<file path="src/fetch_pkg.sv">
package fetch_pkg;

    // shared constants of the instruction fetch subsystem
    // the top level takes its parameter defaults from here and passes them down

    // instruction word width in bits
    // one word is one MIPS-style instruction
    localparam int NBITS_DEFAULT = 32;

    // instruction memory depth in words
    // the word index from the loader and the read index from the fetch
    // stage both wrap inside this range
    localparam int MEM_WORDS_DEFAULT = 64;

    // bytes that the debug side packs into one word
    // most significant byte arrives first
    localparam int BYTES_PER_WORD = 4;

    // byte distance between two consecutive instructions
    // the pc counts bytes, the memory counts words
    localparam int PC_STEP = 4;

    // all-ones word that marks the end of a program
    // fetching stops when this word comes back from memory
    localparam logic [NBITS_DEFAULT-1:0] HALT_WORD = 32'hFFFF_FFFF;

endpackage

</file>
<file path="src/debug_loader.sv">
`timescale 1ns/10ps

module debug_loader
#(
    parameter int NBITS     = 32,
    parameter int MEM_WORDS = 64
)
(
    input  logic                          i_WriteDebug,
    input  logic                          i_rst_n,
    input  logic                          i_rx_valid,
    input  logic [7:0]                    i_rx_byte,
    input  logic                          i_prog_clear,
    output logic                          o_wr_en,
    output logic [$clog2(MEM_WORDS)-1:0]  o_wr_addr,
    output logic [NBITS-1:0]              o_wr_data
);

    // word index width into the instruction memory
    localparam int AW     = $clog2(MEM_WORDS);
    // width of one incoming debug byte
    localparam int BYTE_W = 8;
    // byte counter width, enough for one word worth of bytes
    localparam int CNT_W  = $clog2(fetch_pkg::BYTES_PER_WORD);
    // count value of the byte that completes a word
    localparam logic [CNT_W-1:0] LAST_BYTE = CNT_W'(fetch_pkg::BYTES_PER_WORD - 1);

    // bytes already taken into the current word
    logic [CNT_W-1:0] byte_cnt;
    // word assembly register, shifts left by one byte per strobe
    logic [NBITS-1:0] shift_q;
    // index of the next memory word to write
    logic [AW-1:0]    wr_idx;
    // high on the strobe that carries the last byte of a word
    logic             word_done;

    assign word_done = i_rx_valid && (byte_cnt == LAST_BYTE);

    // byte counter
    // a clear drops a partly assembled word by restarting the count
    always_ff @(posedge i_WriteDebug or negedge i_rst_n)
    begin
        if (!i_rst_n)
        begin
            byte_cnt <= '0;
        end
        else if (i_prog_clear)
        begin
            byte_cnt <= '0;
        end
        else if (word_done)
        begin
            byte_cnt <= '0;
        end
        else if (i_rx_valid)
        begin
            byte_cnt <= byte_cnt + 1'b1;
        end
    end

    // msb first, so earlier bytes end up in the upper lanes
    // old contents fall out the top after a full word
    always_ff @(posedge i_WriteDebug)
    begin
        if (i_rx_valid)
        begin
            shift_q <= {shift_q[NBITS-BYTE_W-1:0], i_rx_byte};
        end
    end

    // write pulse, one cycle after the last byte of a word
    always_ff @(posedge i_WriteDebug or negedge i_rst_n)
    begin
        if (!i_rst_n)
        begin
            o_wr_en <= 1'b0;
        end
        else
        begin
            o_wr_en <= word_done && !i_prog_clear;
        end
    end

    // word index steps once the write pulse has gone out
    always_ff @(posedge i_WriteDebug or negedge i_rst_n)
    begin
        if (!i_rst_n)
        begin
            wr_idx <= '0;
        end
        else if (i_prog_clear)
        begin
            wr_idx <= '0;
        end
        else if (o_wr_en)
        begin
            wr_idx <= wr_idx + 1'b1;
        end
    end

    // the shift register holds the full word during the pulse cycle
    assign o_wr_addr = wr_idx;
    assign o_wr_data = shift_q;

endmodule

</file>
<file path="src/fetch_stage.sv">
`timescale 1ns/10ps

module fetch_stage
#(
    parameter int NBITS     = 32,
    parameter int MEM_WORDS = 64
)
(
    input  logic                          i_WriteDebug,
    input  logic                          i_rst_n,
    input  logic                          i_step,
    input  logic                          i_prog_clear,
    input  logic [NBITS-1:0]              i_rd_data,
    output logic                          o_rd_en,
    output logic [$clog2(MEM_WORDS)-1:0]  o_rd_addr,
    output logic [NBITS-1:0]              o_instr,
    output logic [NBITS-1:0]              o_instr_pc,
    output logic                          o_instr_valid,
    output logic                          o_halted
);

    // word index width into the instruction memory
    localparam int AW      = $clog2(MEM_WORDS);
    // pc bits below the word index
    localparam int STEP_SH = $clog2(fetch_pkg::PC_STEP);
    // halt word resized to the local word width
    localparam logic [NBITS-1:0] HALT = NBITS'(fetch_pkg::HALT_WORD);

    // byte address of the next instruction to fetch
    logic [NBITS-1:0] pc;
    // read in flight, data shows up on i_rd_data this cycle
    logic             rd_pending;
    // byte address of the read in flight
    logic [NBITS-1:0] rd_pc;
    // returning word is the halt word
    logic             halt_hit;
    // step accepted in this cycle
    logic             step_ok;

    // returning word is the end-of-program marker
    assign halt_hit = rd_pending && (i_rd_data == HALT);

    // step taken only while running and not on the halt word itself
    // a clear in the same cycle wins over the step
    assign step_ok = i_step && !o_halted && !halt_hit && !i_prog_clear;

    // memory read request, pc in bytes turned into a word index
    assign o_rd_en   = step_ok;
    assign o_rd_addr = pc[STEP_SH +: AW];

    // program counter
    // rewinds to the halt word so a later run sees where it stopped
    always_ff @(posedge i_WriteDebug or negedge i_rst_n)
    begin
        if (!i_rst_n)
        begin
            pc <= '0;
        end
        else if (i_prog_clear)
        begin
            pc <= '0;
        end
        else if (halt_hit)
        begin
            pc <= rd_pc;
        end
        else if (step_ok)
        begin
            pc <= pc + NBITS'(fetch_pkg::PC_STEP);
        end
    end

    // in-flight tracking
    // back to back steps keep it set, one read returning per cycle
    // the halt word cancels it, no new read goes out in that cycle
    always_ff @(posedge i_WriteDebug or negedge i_rst_n)
    begin
        if (!i_rst_n)
        begin
            rd_pending <= 1'b0;
        end
        else if (i_prog_clear)
        begin
            rd_pending <= 1'b0;
        end
        else
        begin
            rd_pending <= step_ok;
        end
    end

    // address travels alongside the read
    always_ff @(posedge i_WriteDebug)
    begin
        if (step_ok)
        begin
            rd_pc <= pc;
        end
    end

    // halted level, held until the debug side reloads
    always_ff @(posedge i_WriteDebug or negedge i_rst_n)
    begin
        if (!i_rst_n)
        begin
            o_halted <= 1'b0;
        end
        else if (i_prog_clear)
        begin
            o_halted <= 1'b0;
        end
        else if (halt_hit)
        begin
            o_halted <= 1'b1;
        end
    end

    // memory output register is the instruction register
    // valid pulses one cycle after the accepted step, never for the halt word
    assign o_instr       = i_rd_data;
    assign o_instr_pc    = rd_pc;
    assign o_instr_valid = rd_pending && !halt_hit;

endmodule

</file>
<file path="src/fetch_top.sv">
`timescale 1ns/10ps

module fetch_top
#(
    parameter int NBITS     = fetch_pkg::NBITS_DEFAULT,
    parameter int MEM_WORDS = fetch_pkg::MEM_WORDS_DEFAULT
)
(
    input  logic              i_WriteDebug,
    input  logic              i_rst_n,
    input  logic              i_rx_valid,
    input  logic [7:0]        i_rx_byte,
    input  logic              i_prog_clear,
    input  logic              i_step,
    output logic [NBITS-1:0]  o_instr,
    output logic [NBITS-1:0]  o_instr_pc,
    output logic              o_instr_valid,
    output logic              o_halted
);

    // word index width shared by both memory ports
    localparam int AW = $clog2(MEM_WORDS);

    // debug write path
    logic             wr_en;
    logic [AW-1:0]    wr_addr;
    logic [NBITS-1:0] wr_data;

    // fetch read path
    logic             rd_en;
    logic [AW-1:0]    rd_addr;
    logic [NBITS-1:0] rd_data;

    // byte stream in, word writes out
    debug_loader #(
        .NBITS     (NBITS),
        .MEM_WORDS (MEM_WORDS)
    ) u_loader (
        .i_WriteDebug (i_WriteDebug),
        .i_rst_n      (i_rst_n),
        .i_rx_valid   (i_rx_valid),
        .i_rx_byte    (i_rx_byte),
        .i_prog_clear (i_prog_clear),
        .o_wr_en      (wr_en),
        .o_wr_addr    (wr_addr),
        .o_wr_data    (wr_data)
    );

    instruction_memory #(
        .NBITS     (NBITS),
        .MEM_WORDS (MEM_WORDS)
    ) u_imem (
        .i_WriteDebug (i_WriteDebug),
        .i_wr_en      (wr_en),
        .i_wr_addr    (wr_addr),
        .i_wr_data    (wr_data),
        .i_rd_en      (rd_en),
        .i_rd_addr    (rd_addr),
        .o_rd_data    (rd_data)
    );

    // pc, step handling and halt detection
    fetch_stage #(
        .NBITS     (NBITS),
        .MEM_WORDS (MEM_WORDS)
    ) u_fetch (
        .i_WriteDebug  (i_WriteDebug),
        .i_rst_n       (i_rst_n),
        .i_step        (i_step),
        .i_prog_clear  (i_prog_clear),
        .i_rd_data     (rd_data),
        .o_rd_en       (rd_en),
        .o_rd_addr     (rd_addr),
        .o_instr       (o_instr),
        .o_instr_pc    (o_instr_pc),
        .o_instr_valid (o_instr_valid),
        .o_halted      (o_halted)
    );

endmodule

</file>
<file path="src/instruction_memory.sv">
`timescale 1ns/10ps

module instruction_memory
#(
    parameter int NBITS     = 32,
    parameter int MEM_WORDS = 64
)
(
    input  logic                          i_WriteDebug,
    input  logic                          i_wr_en,
    input  logic [$clog2(MEM_WORDS)-1:0]  i_wr_addr,
    input  logic [NBITS-1:0]              i_wr_data,
    input  logic                          i_rd_en,
    input  logic [$clog2(MEM_WORDS)-1:0]  i_rd_addr,
    output logic [NBITS-1:0]              o_rd_data
);

    // word array, one entry per instruction
    // contents survive reset and program clear, like a block ram
    logic [NBITS-1:0] mem [MEM_WORDS];

    // debug write port
    // the loader hands over one whole word per pulse
    always_ff @(posedge i_WriteDebug)
    begin
        if (i_wr_en)
        begin
            mem[i_wr_addr] <= i_wr_data;
        end
    end

    // registered read port, enabled by an accepted step
    // output holds its value between reads so the instruction
    // only changes when the fetch stage asks for a new one
    // a read and a write to the same word in one cycle returns the old word
    always_ff @(posedge i_WriteDebug)
    begin
        if (i_rd_en)
        begin
            o_rd_data <= mem[i_rd_addr];
        end
    end

endmodule
</file>
<file path="config.mk">
export PLATFORM = sky130hd
export DESIGN_NAME = fetch_top
export DESIGN_NICKNAME = d
export VERILOG_FILES = /design/src/fetch_pkg.sv /design/src/debug_loader.sv /design/src/fetch_stage.sv /design/src/fetch_top.sv /design/src/instruction_memory.sv
export SDC_FILE = /design/constraint.sdc
export NUM_CORES = 2
export LEC_CHECK = 0
export BUFFER_PORTS_ARGS = -buffer_cell sky130_fd_sc_hd__buf_2
export CELL_PAD_IN_SITES_DETAIL_PLACEMENT = 0
export CELL_PAD_IN_SITES_GLOBAL_PLACEMENT = 1
export CORE_ASPECT_RATIO = 1.2
export CORE_MARGIN = 3
export CORE_UTILIZATION = 23
export CTS_CLUSTER_DIAMETER = 60
export DETAILED_ROUTE_END_ITERATION = 7
export PLACE_DENSITY_LB_ADDON = 0.1
export SYNTH_ARGS = -nofsm -noshare
export SYNTH_HDL_FRONTEND = slang
export SYNTH_SLANG_ARGS = --single-unit
export TNS_END_PERCENT = 20
</file>
<file path="constraint.sdc">
create_clock -name i_WriteDebug -period 6.5 [get_ports i_WriteDebug]
set_input_delay 0.975 -clock i_WriteDebug [delete_from_list [all_inputs] [get_ports i_WriteDebug]]
set_output_delay 0.975 -clock i_WriteDebug [all_outputs]
set_load 0.02 [all_outputs]
</file>
# ---- After elaboration in Yosys (flattened, before gate mapping)
# Memory sizes are Yosys's and may differ from the RTL's. A register that Yosys moved wholly into a read port is not among the register bits.
# Cells that the tools add are included.
dict set report classes {
  addsub 3
  n_eq_ne 2
  n_mux 13
  reduce_logical 14
}
# op count
set ops {}
lappend ops {{$mux W32} 3}
lappend ops {{$add A32 B3 Y32 const B} 1}
lappend ops {{$eq A32 B32 Y1 const B} 1}
lappend ops {{$mux W6} 2}
lappend ops {{$logic_and A1 B1 Y1} 7}
lappend ops {{$add A6 B1 Y6 const B} 1}
lappend ops {{$mux W2} 3}
lappend ops {{$reduce_bool A3 Y1} 2}
lappend ops {{$mux W1} 5}
lappend ops {{$reduce_bool A2 Y1} 2}
lappend ops {{$logic_not A1 Y1} 3}
lappend ops {{$add A2 B1 Y2 const B} 1}
lappend ops {{$eq A2 B2 Y1 const B} 1}
dict set report word_totals {
  ff_bits 107
  ram_bits 2048
  inputBits 13
  output_inout_bits 66
  word_cells 41
  mem_count 1
}
# memory words word_bits rd rd_clocked_by_memory_dff wr line_no
set memory_table {}
lappend memory_table {u_imem.mem 64 32 1 1 1 instruction_memory.sv:20} ;# logic [NBITS-1:0] mem [MEM_WORDS];

# ---- Logic depth before layout (Yosys ltp)
dict set report depth {
  depth_word 8
  ltp_mapped 10
  mapped_depth_nobuf 6
}

# ---- By module
# Synthesis repeated with hierarchy kept, for this count alone.
dict set report unflattened {
  hier_cells 3712
  hier_area_um2 83680.3
}
# module n_inst cells_per_inst area_per_inst_um2 seq_area_each_um2
set modules_own_cells {}
lappend modules_own_cells {instruction_memory 1 3324 78835.6 62459.9}
lappend modules_own_cells {fetch_stage 1 318 3479.6 1811.7}
lappend modules_own_cells {debug_loader 1 70 1365.1 1186.1}

# ---- Worst setup path after synthesis
# No wires, ideal clock.
dict set report synth_timing {
  kind {input port to flip-flop}
  startpoint {input port i_prog_clear}
  endpoint {register u_fetch.rd_pending}
  setup_ps 608
  arrival_ps 6096
  required_time_ps 5892
  path_slack_ps -204
  cell_stages 3
  n_path_buf 2
  path_cell_list {clkbuf_1 -> clkbuf_1 -> nor3b_1}
}
dict set report synth_via {
  elab_chain_cells 3
}
# element line_no
set synth_rtl {}
lappend synth_rtl {{start, declared} fetch_top.sv:13} ;# input logic i_prog_clear,
lappend synth_rtl {{$logic_not A1 Y1} fetch_stage.sv:45} ;# assign step_ok = i_step && !o_halted && !halt_hit && !i_prog_clear;
lappend synth_rtl {{$logic_and A1 B1 Y1} fetch_stage.sv:45}
lappend synth_rtl {{net rd_en} fetch_top.sv:30} ;# logic rd_en;
lappend synth_rtl {{$mux W1} fetch_stage.sv:82} ;# else if (i_prog_clear)
lappend synth_rtl {{end signal, assigned} fetch_stage.sv:88} ;# rd_pending <= step_ok;
lappend synth_rtl {{end, declared} fetch_stage.sv:32} ;# logic rd_pending;
# The timed path passes the listed nets, and every way through them passes these cells.
# A chain may end at the register's enable or synchronous reset.

==> impl_metrics.toml <==
[setup_path]
arrival_ns = 5.15
reg2reg_from = "u_fetch.pc[2]"
path_max_fanout = 24
cp-startpoint = "u_fetch.pc[2]"
rrSetupSlack_ns = 1.91
startpoint_type = "register"
critPathCaptureType = "register"
cp.required_ns = 7.06
r2r_cells = 6
rr_endpoint = "u_imem.o_rd_data[14]"
path_class = "register to register"

[clock_network]
cts_max_level = 5
cts_resized = 0
cts_setup_buffers = 0
clk_pin_slew_ns = 0.06
cts_buffer_depth = 4
cts.sinks = 2187
cts_root_buffer = "clkbuf_16"
postCtsHoldBufs = 0
numCtsBuffers = 273
insertion_delay_ns = 0.89
cts_tree = "yes"

[global_route]
grt_max_degree = 97
grt_util_all_layers_pct = 15.71
grt_pass1_wl_um = 395500
antenna_found_initial = 20
overflow = 0
grt_pass1_vias = 41948

[cells_and_area]
fin_util_pct = 27.66
nets = 3921
finalNonFillerCells = 8861
syn2layout_area_growth_pct = 19.28
final_area_um2 = 99660
drive_above_1_share_pct = 32.24

[die]
num_rows = 241
dieArea_um2 = 370600
fp.dieW_um = 556.2
start_util_pct = 23.19
core-area_um2 = 360300
io_pins = 79
dieHeight_um = 666.2

[sta]
fin_ws_ns = 1.910
rsz0062_at_grt = "false"
final_max_slew_viol_count = 2
relSlewSlack_pct = -11.45
final.setup_skew_ns = 0.04435
max_freq_ghz = 0.2178
hold_violations = 0
finalSetupTns_ns = 0
period_share_pct = 70.62
worst_hold_slack_ns = 0.2605
finalCriticalPeriod_ns = 4.590
worst_pin_slew_ns = 1.662
setup_viol = 0

[routing]
vias = 39283
via_per_inst = 4.433
drtPass1Iterations = 5
antenna_left = 0
wl_um = 295100
drt-initial-drc-count = 3557
remaining_drc_errors = 0
wl_per_cell_um = 33.30

[logic_synthesis]
ys_warn_count = 0
ys_async_sr_fraction_pct = 1.966
seq_area_frac_synth_pct = 78.35
synth_edf_count = 2144
synth_nets = 3586
synth_cells = 3570
synth_ff_type = "edfxtp_1"
synth_area_um2 = 83550
synth.distinct_cells = 48
synth_seq_cells = 2187
avgSynthCellArea_um2 = 23.40

[power]
swShare_pct = 22.69
p_switching_mw = 7.339
powerDensity_nw_per_um2 = 324.5
ir_worst_vdd_mv = 0.1582
leakagePower_nw = 29.69
totalPowerFinal_mw = 32.34
p_int_mw = 25.00
p_seq_share_pct = 48.5
power_frac_clock_pct = 45.9
p_comb_share_pct = 5.6

[place]
preCtsSetupSlack_ns = 1.982
dp_hpwl_um = 164700
place_area_um2 = 91020
dp.cells = 8368
gp_congestion = 0.7218
io_buffers = 78

[outcome]
status = "finished with violations"
violations = "capacitance limit, slew limit"

[worst_hold_path]
hold_path.class = "input port to asynchronous set/reset pin"

[job]
max_cap_viol_count = 1
## worst max-delay path, stage by stage (launching register included)
cell and delay, ns:
dfrtp_4 0.92, buf_4 0.55, mux4_2 0.58, mux4_2 0.47, nor2b_1 0.27, a211oi_1 1.38, a21oi_1 0.05
## sequential cells by signal, indices dropped and copies added (netlist names)
register            flops
u_imem.o_rd_data       32
u_imem.mem           2048
u_fetch.pc             32
u_loader.o_wr_data     32
u_loader.byte_cnt       2
u_loader.o_wr_en        1
u_fetch.o_halted        1
u_fetch.o_instr_pc     32
u_fetch.rd_pending      1
u_loader.o_wr_addr      6
## metal layers
metal / up-vias / wire (um) / global-route usage, %
li1: 15981 / - / -
met1: 22075 / 126700 / 20.52
met2: 924 / 151100 / 27.61
met3: 301 / 11750 / 2.346
met4: 2 / 5570 / 3.177
met5: - / 13 / 0
## cells in the final DEF (no fill, tap or decap), drive strengths merged, types with 4 or more instances in the layout
| cell | synthesis | routed |
|---|---|---|
| bufinv | 0 | 16 |
| nand2b | 19 | 19 |
| a41o | 6 | 6 |
| a221oi | 13 | 13 |
| and2 | 11 | 11 |
| buf | 109 | 251 |
| diode | 0 | 7 |
| a22o | 16 | 16 |
| nand3 | 29 | 29 |
| xnor2 | 20 | 20 |
| xor2 | 10 | 10 |
| nor2 | 126 | 126 |
| clkbuf | 82 | 342 |
| or3 | 4 | 4 |
| and4 | 4 | 4 |
| a211oi | 34 | 34 |
| and3 | 12 | 12 |
| nor2b | 17 | 17 |
| nor4 | 7 | 7 |
| inv | 4 | 27 |
| nand2 | 46 | 46 |
| a21oi | 18 | 18 |
| o31ai | 10 | 10 |
| mux2 | 22 | 22 |
| nand4 | 16 | 16 |
| clkinvlp | 0 | 9 |
| edfxtp | 2144 | 2144 |
| o21ai | 14 | 14 |
| clkinv | 1 | 97 |
| a22oi | 24 | 24 |
| nor3 | 12 | 12 |
| o211ai | 6 | 6 |
| dfrtp | 43 | 43 |
| mux2i | 83 | 83 |
| mux4 | 585 | 585 |
## how the worst max path moves through the flow
stage	end	slack, ns	depth (start not counted)
after floorplan	u_fetch.o_instr_pc[0]	2.12	3
after global placement	u_imem.o_rd_data[14]	1.96	6
after detailed placement	u_imem.o_rd_data[14]	1.98	6
after CTS	o_instr_valid	1.65	4
after global routing	o_instr_valid	1.64	4
final	u_imem.o_rd_data[14]	1.91	6
## kinds of logic after synthesis
| group | Yosys count | synth area share (%) |
|---|---|---|
| AO/OA/AOI/OAI | 155 | 1.367 |
| XOR/XNOR | 30 | 0.3145 |
| adder cells (fa/ha/maj) | 3 | 0.04493 |
| buffers and inverters | 196 | 1.093 |
| flip-flops | 2187 | 78.35 |
| multiplexers | 690 | 17.06 |
| AND/OR/NAND/NOR | 309 | 1.773 |
## Yosys cell counts (24+ instances only)
library cell	number	area, um2
nand3_1	28	140.1
a211oi_1	34	255.2
nor2_1	126	473.0
edfxtp_1	2144	64380
a22oi_1	24	180.2
dfrtp_1	43	1076
clkbuf_1	82	307.8
mux2i_1	83	830.8
buf_2	49	245.2
buf_1	35	131.4
mux4_2	585	13180
nand2_1	46	172.7
## final cells by class
| class | count | area (um2) |
|---|---|---|
| timing repair buffer | 251 | 1902 |
| clock buffer | 342 | 7313 |
| tap | 4738 | 5928 |
| clock inverter | 144 | 1309 |
| sequential | 2187 | 65480 |
| fill | 35380 | 260700 |
| multi-input combinational | 1187 | 17690 |
| antenna | 7 | 17.52 |
| inverter | 5 | 21.27 |
## power groups by stage
stage	combinational, mW	clock, mW	sequential, mW
finish	1.81	14.8	15.7
global route	1.94	15.9	15.7
CTS	1.89	15.3	15.7
detailed placement	1.89	0	16.0
global placement	1.89	0	16.0
floorplan	1.05	0	16.0
Power figures use the tool's default switching activity.
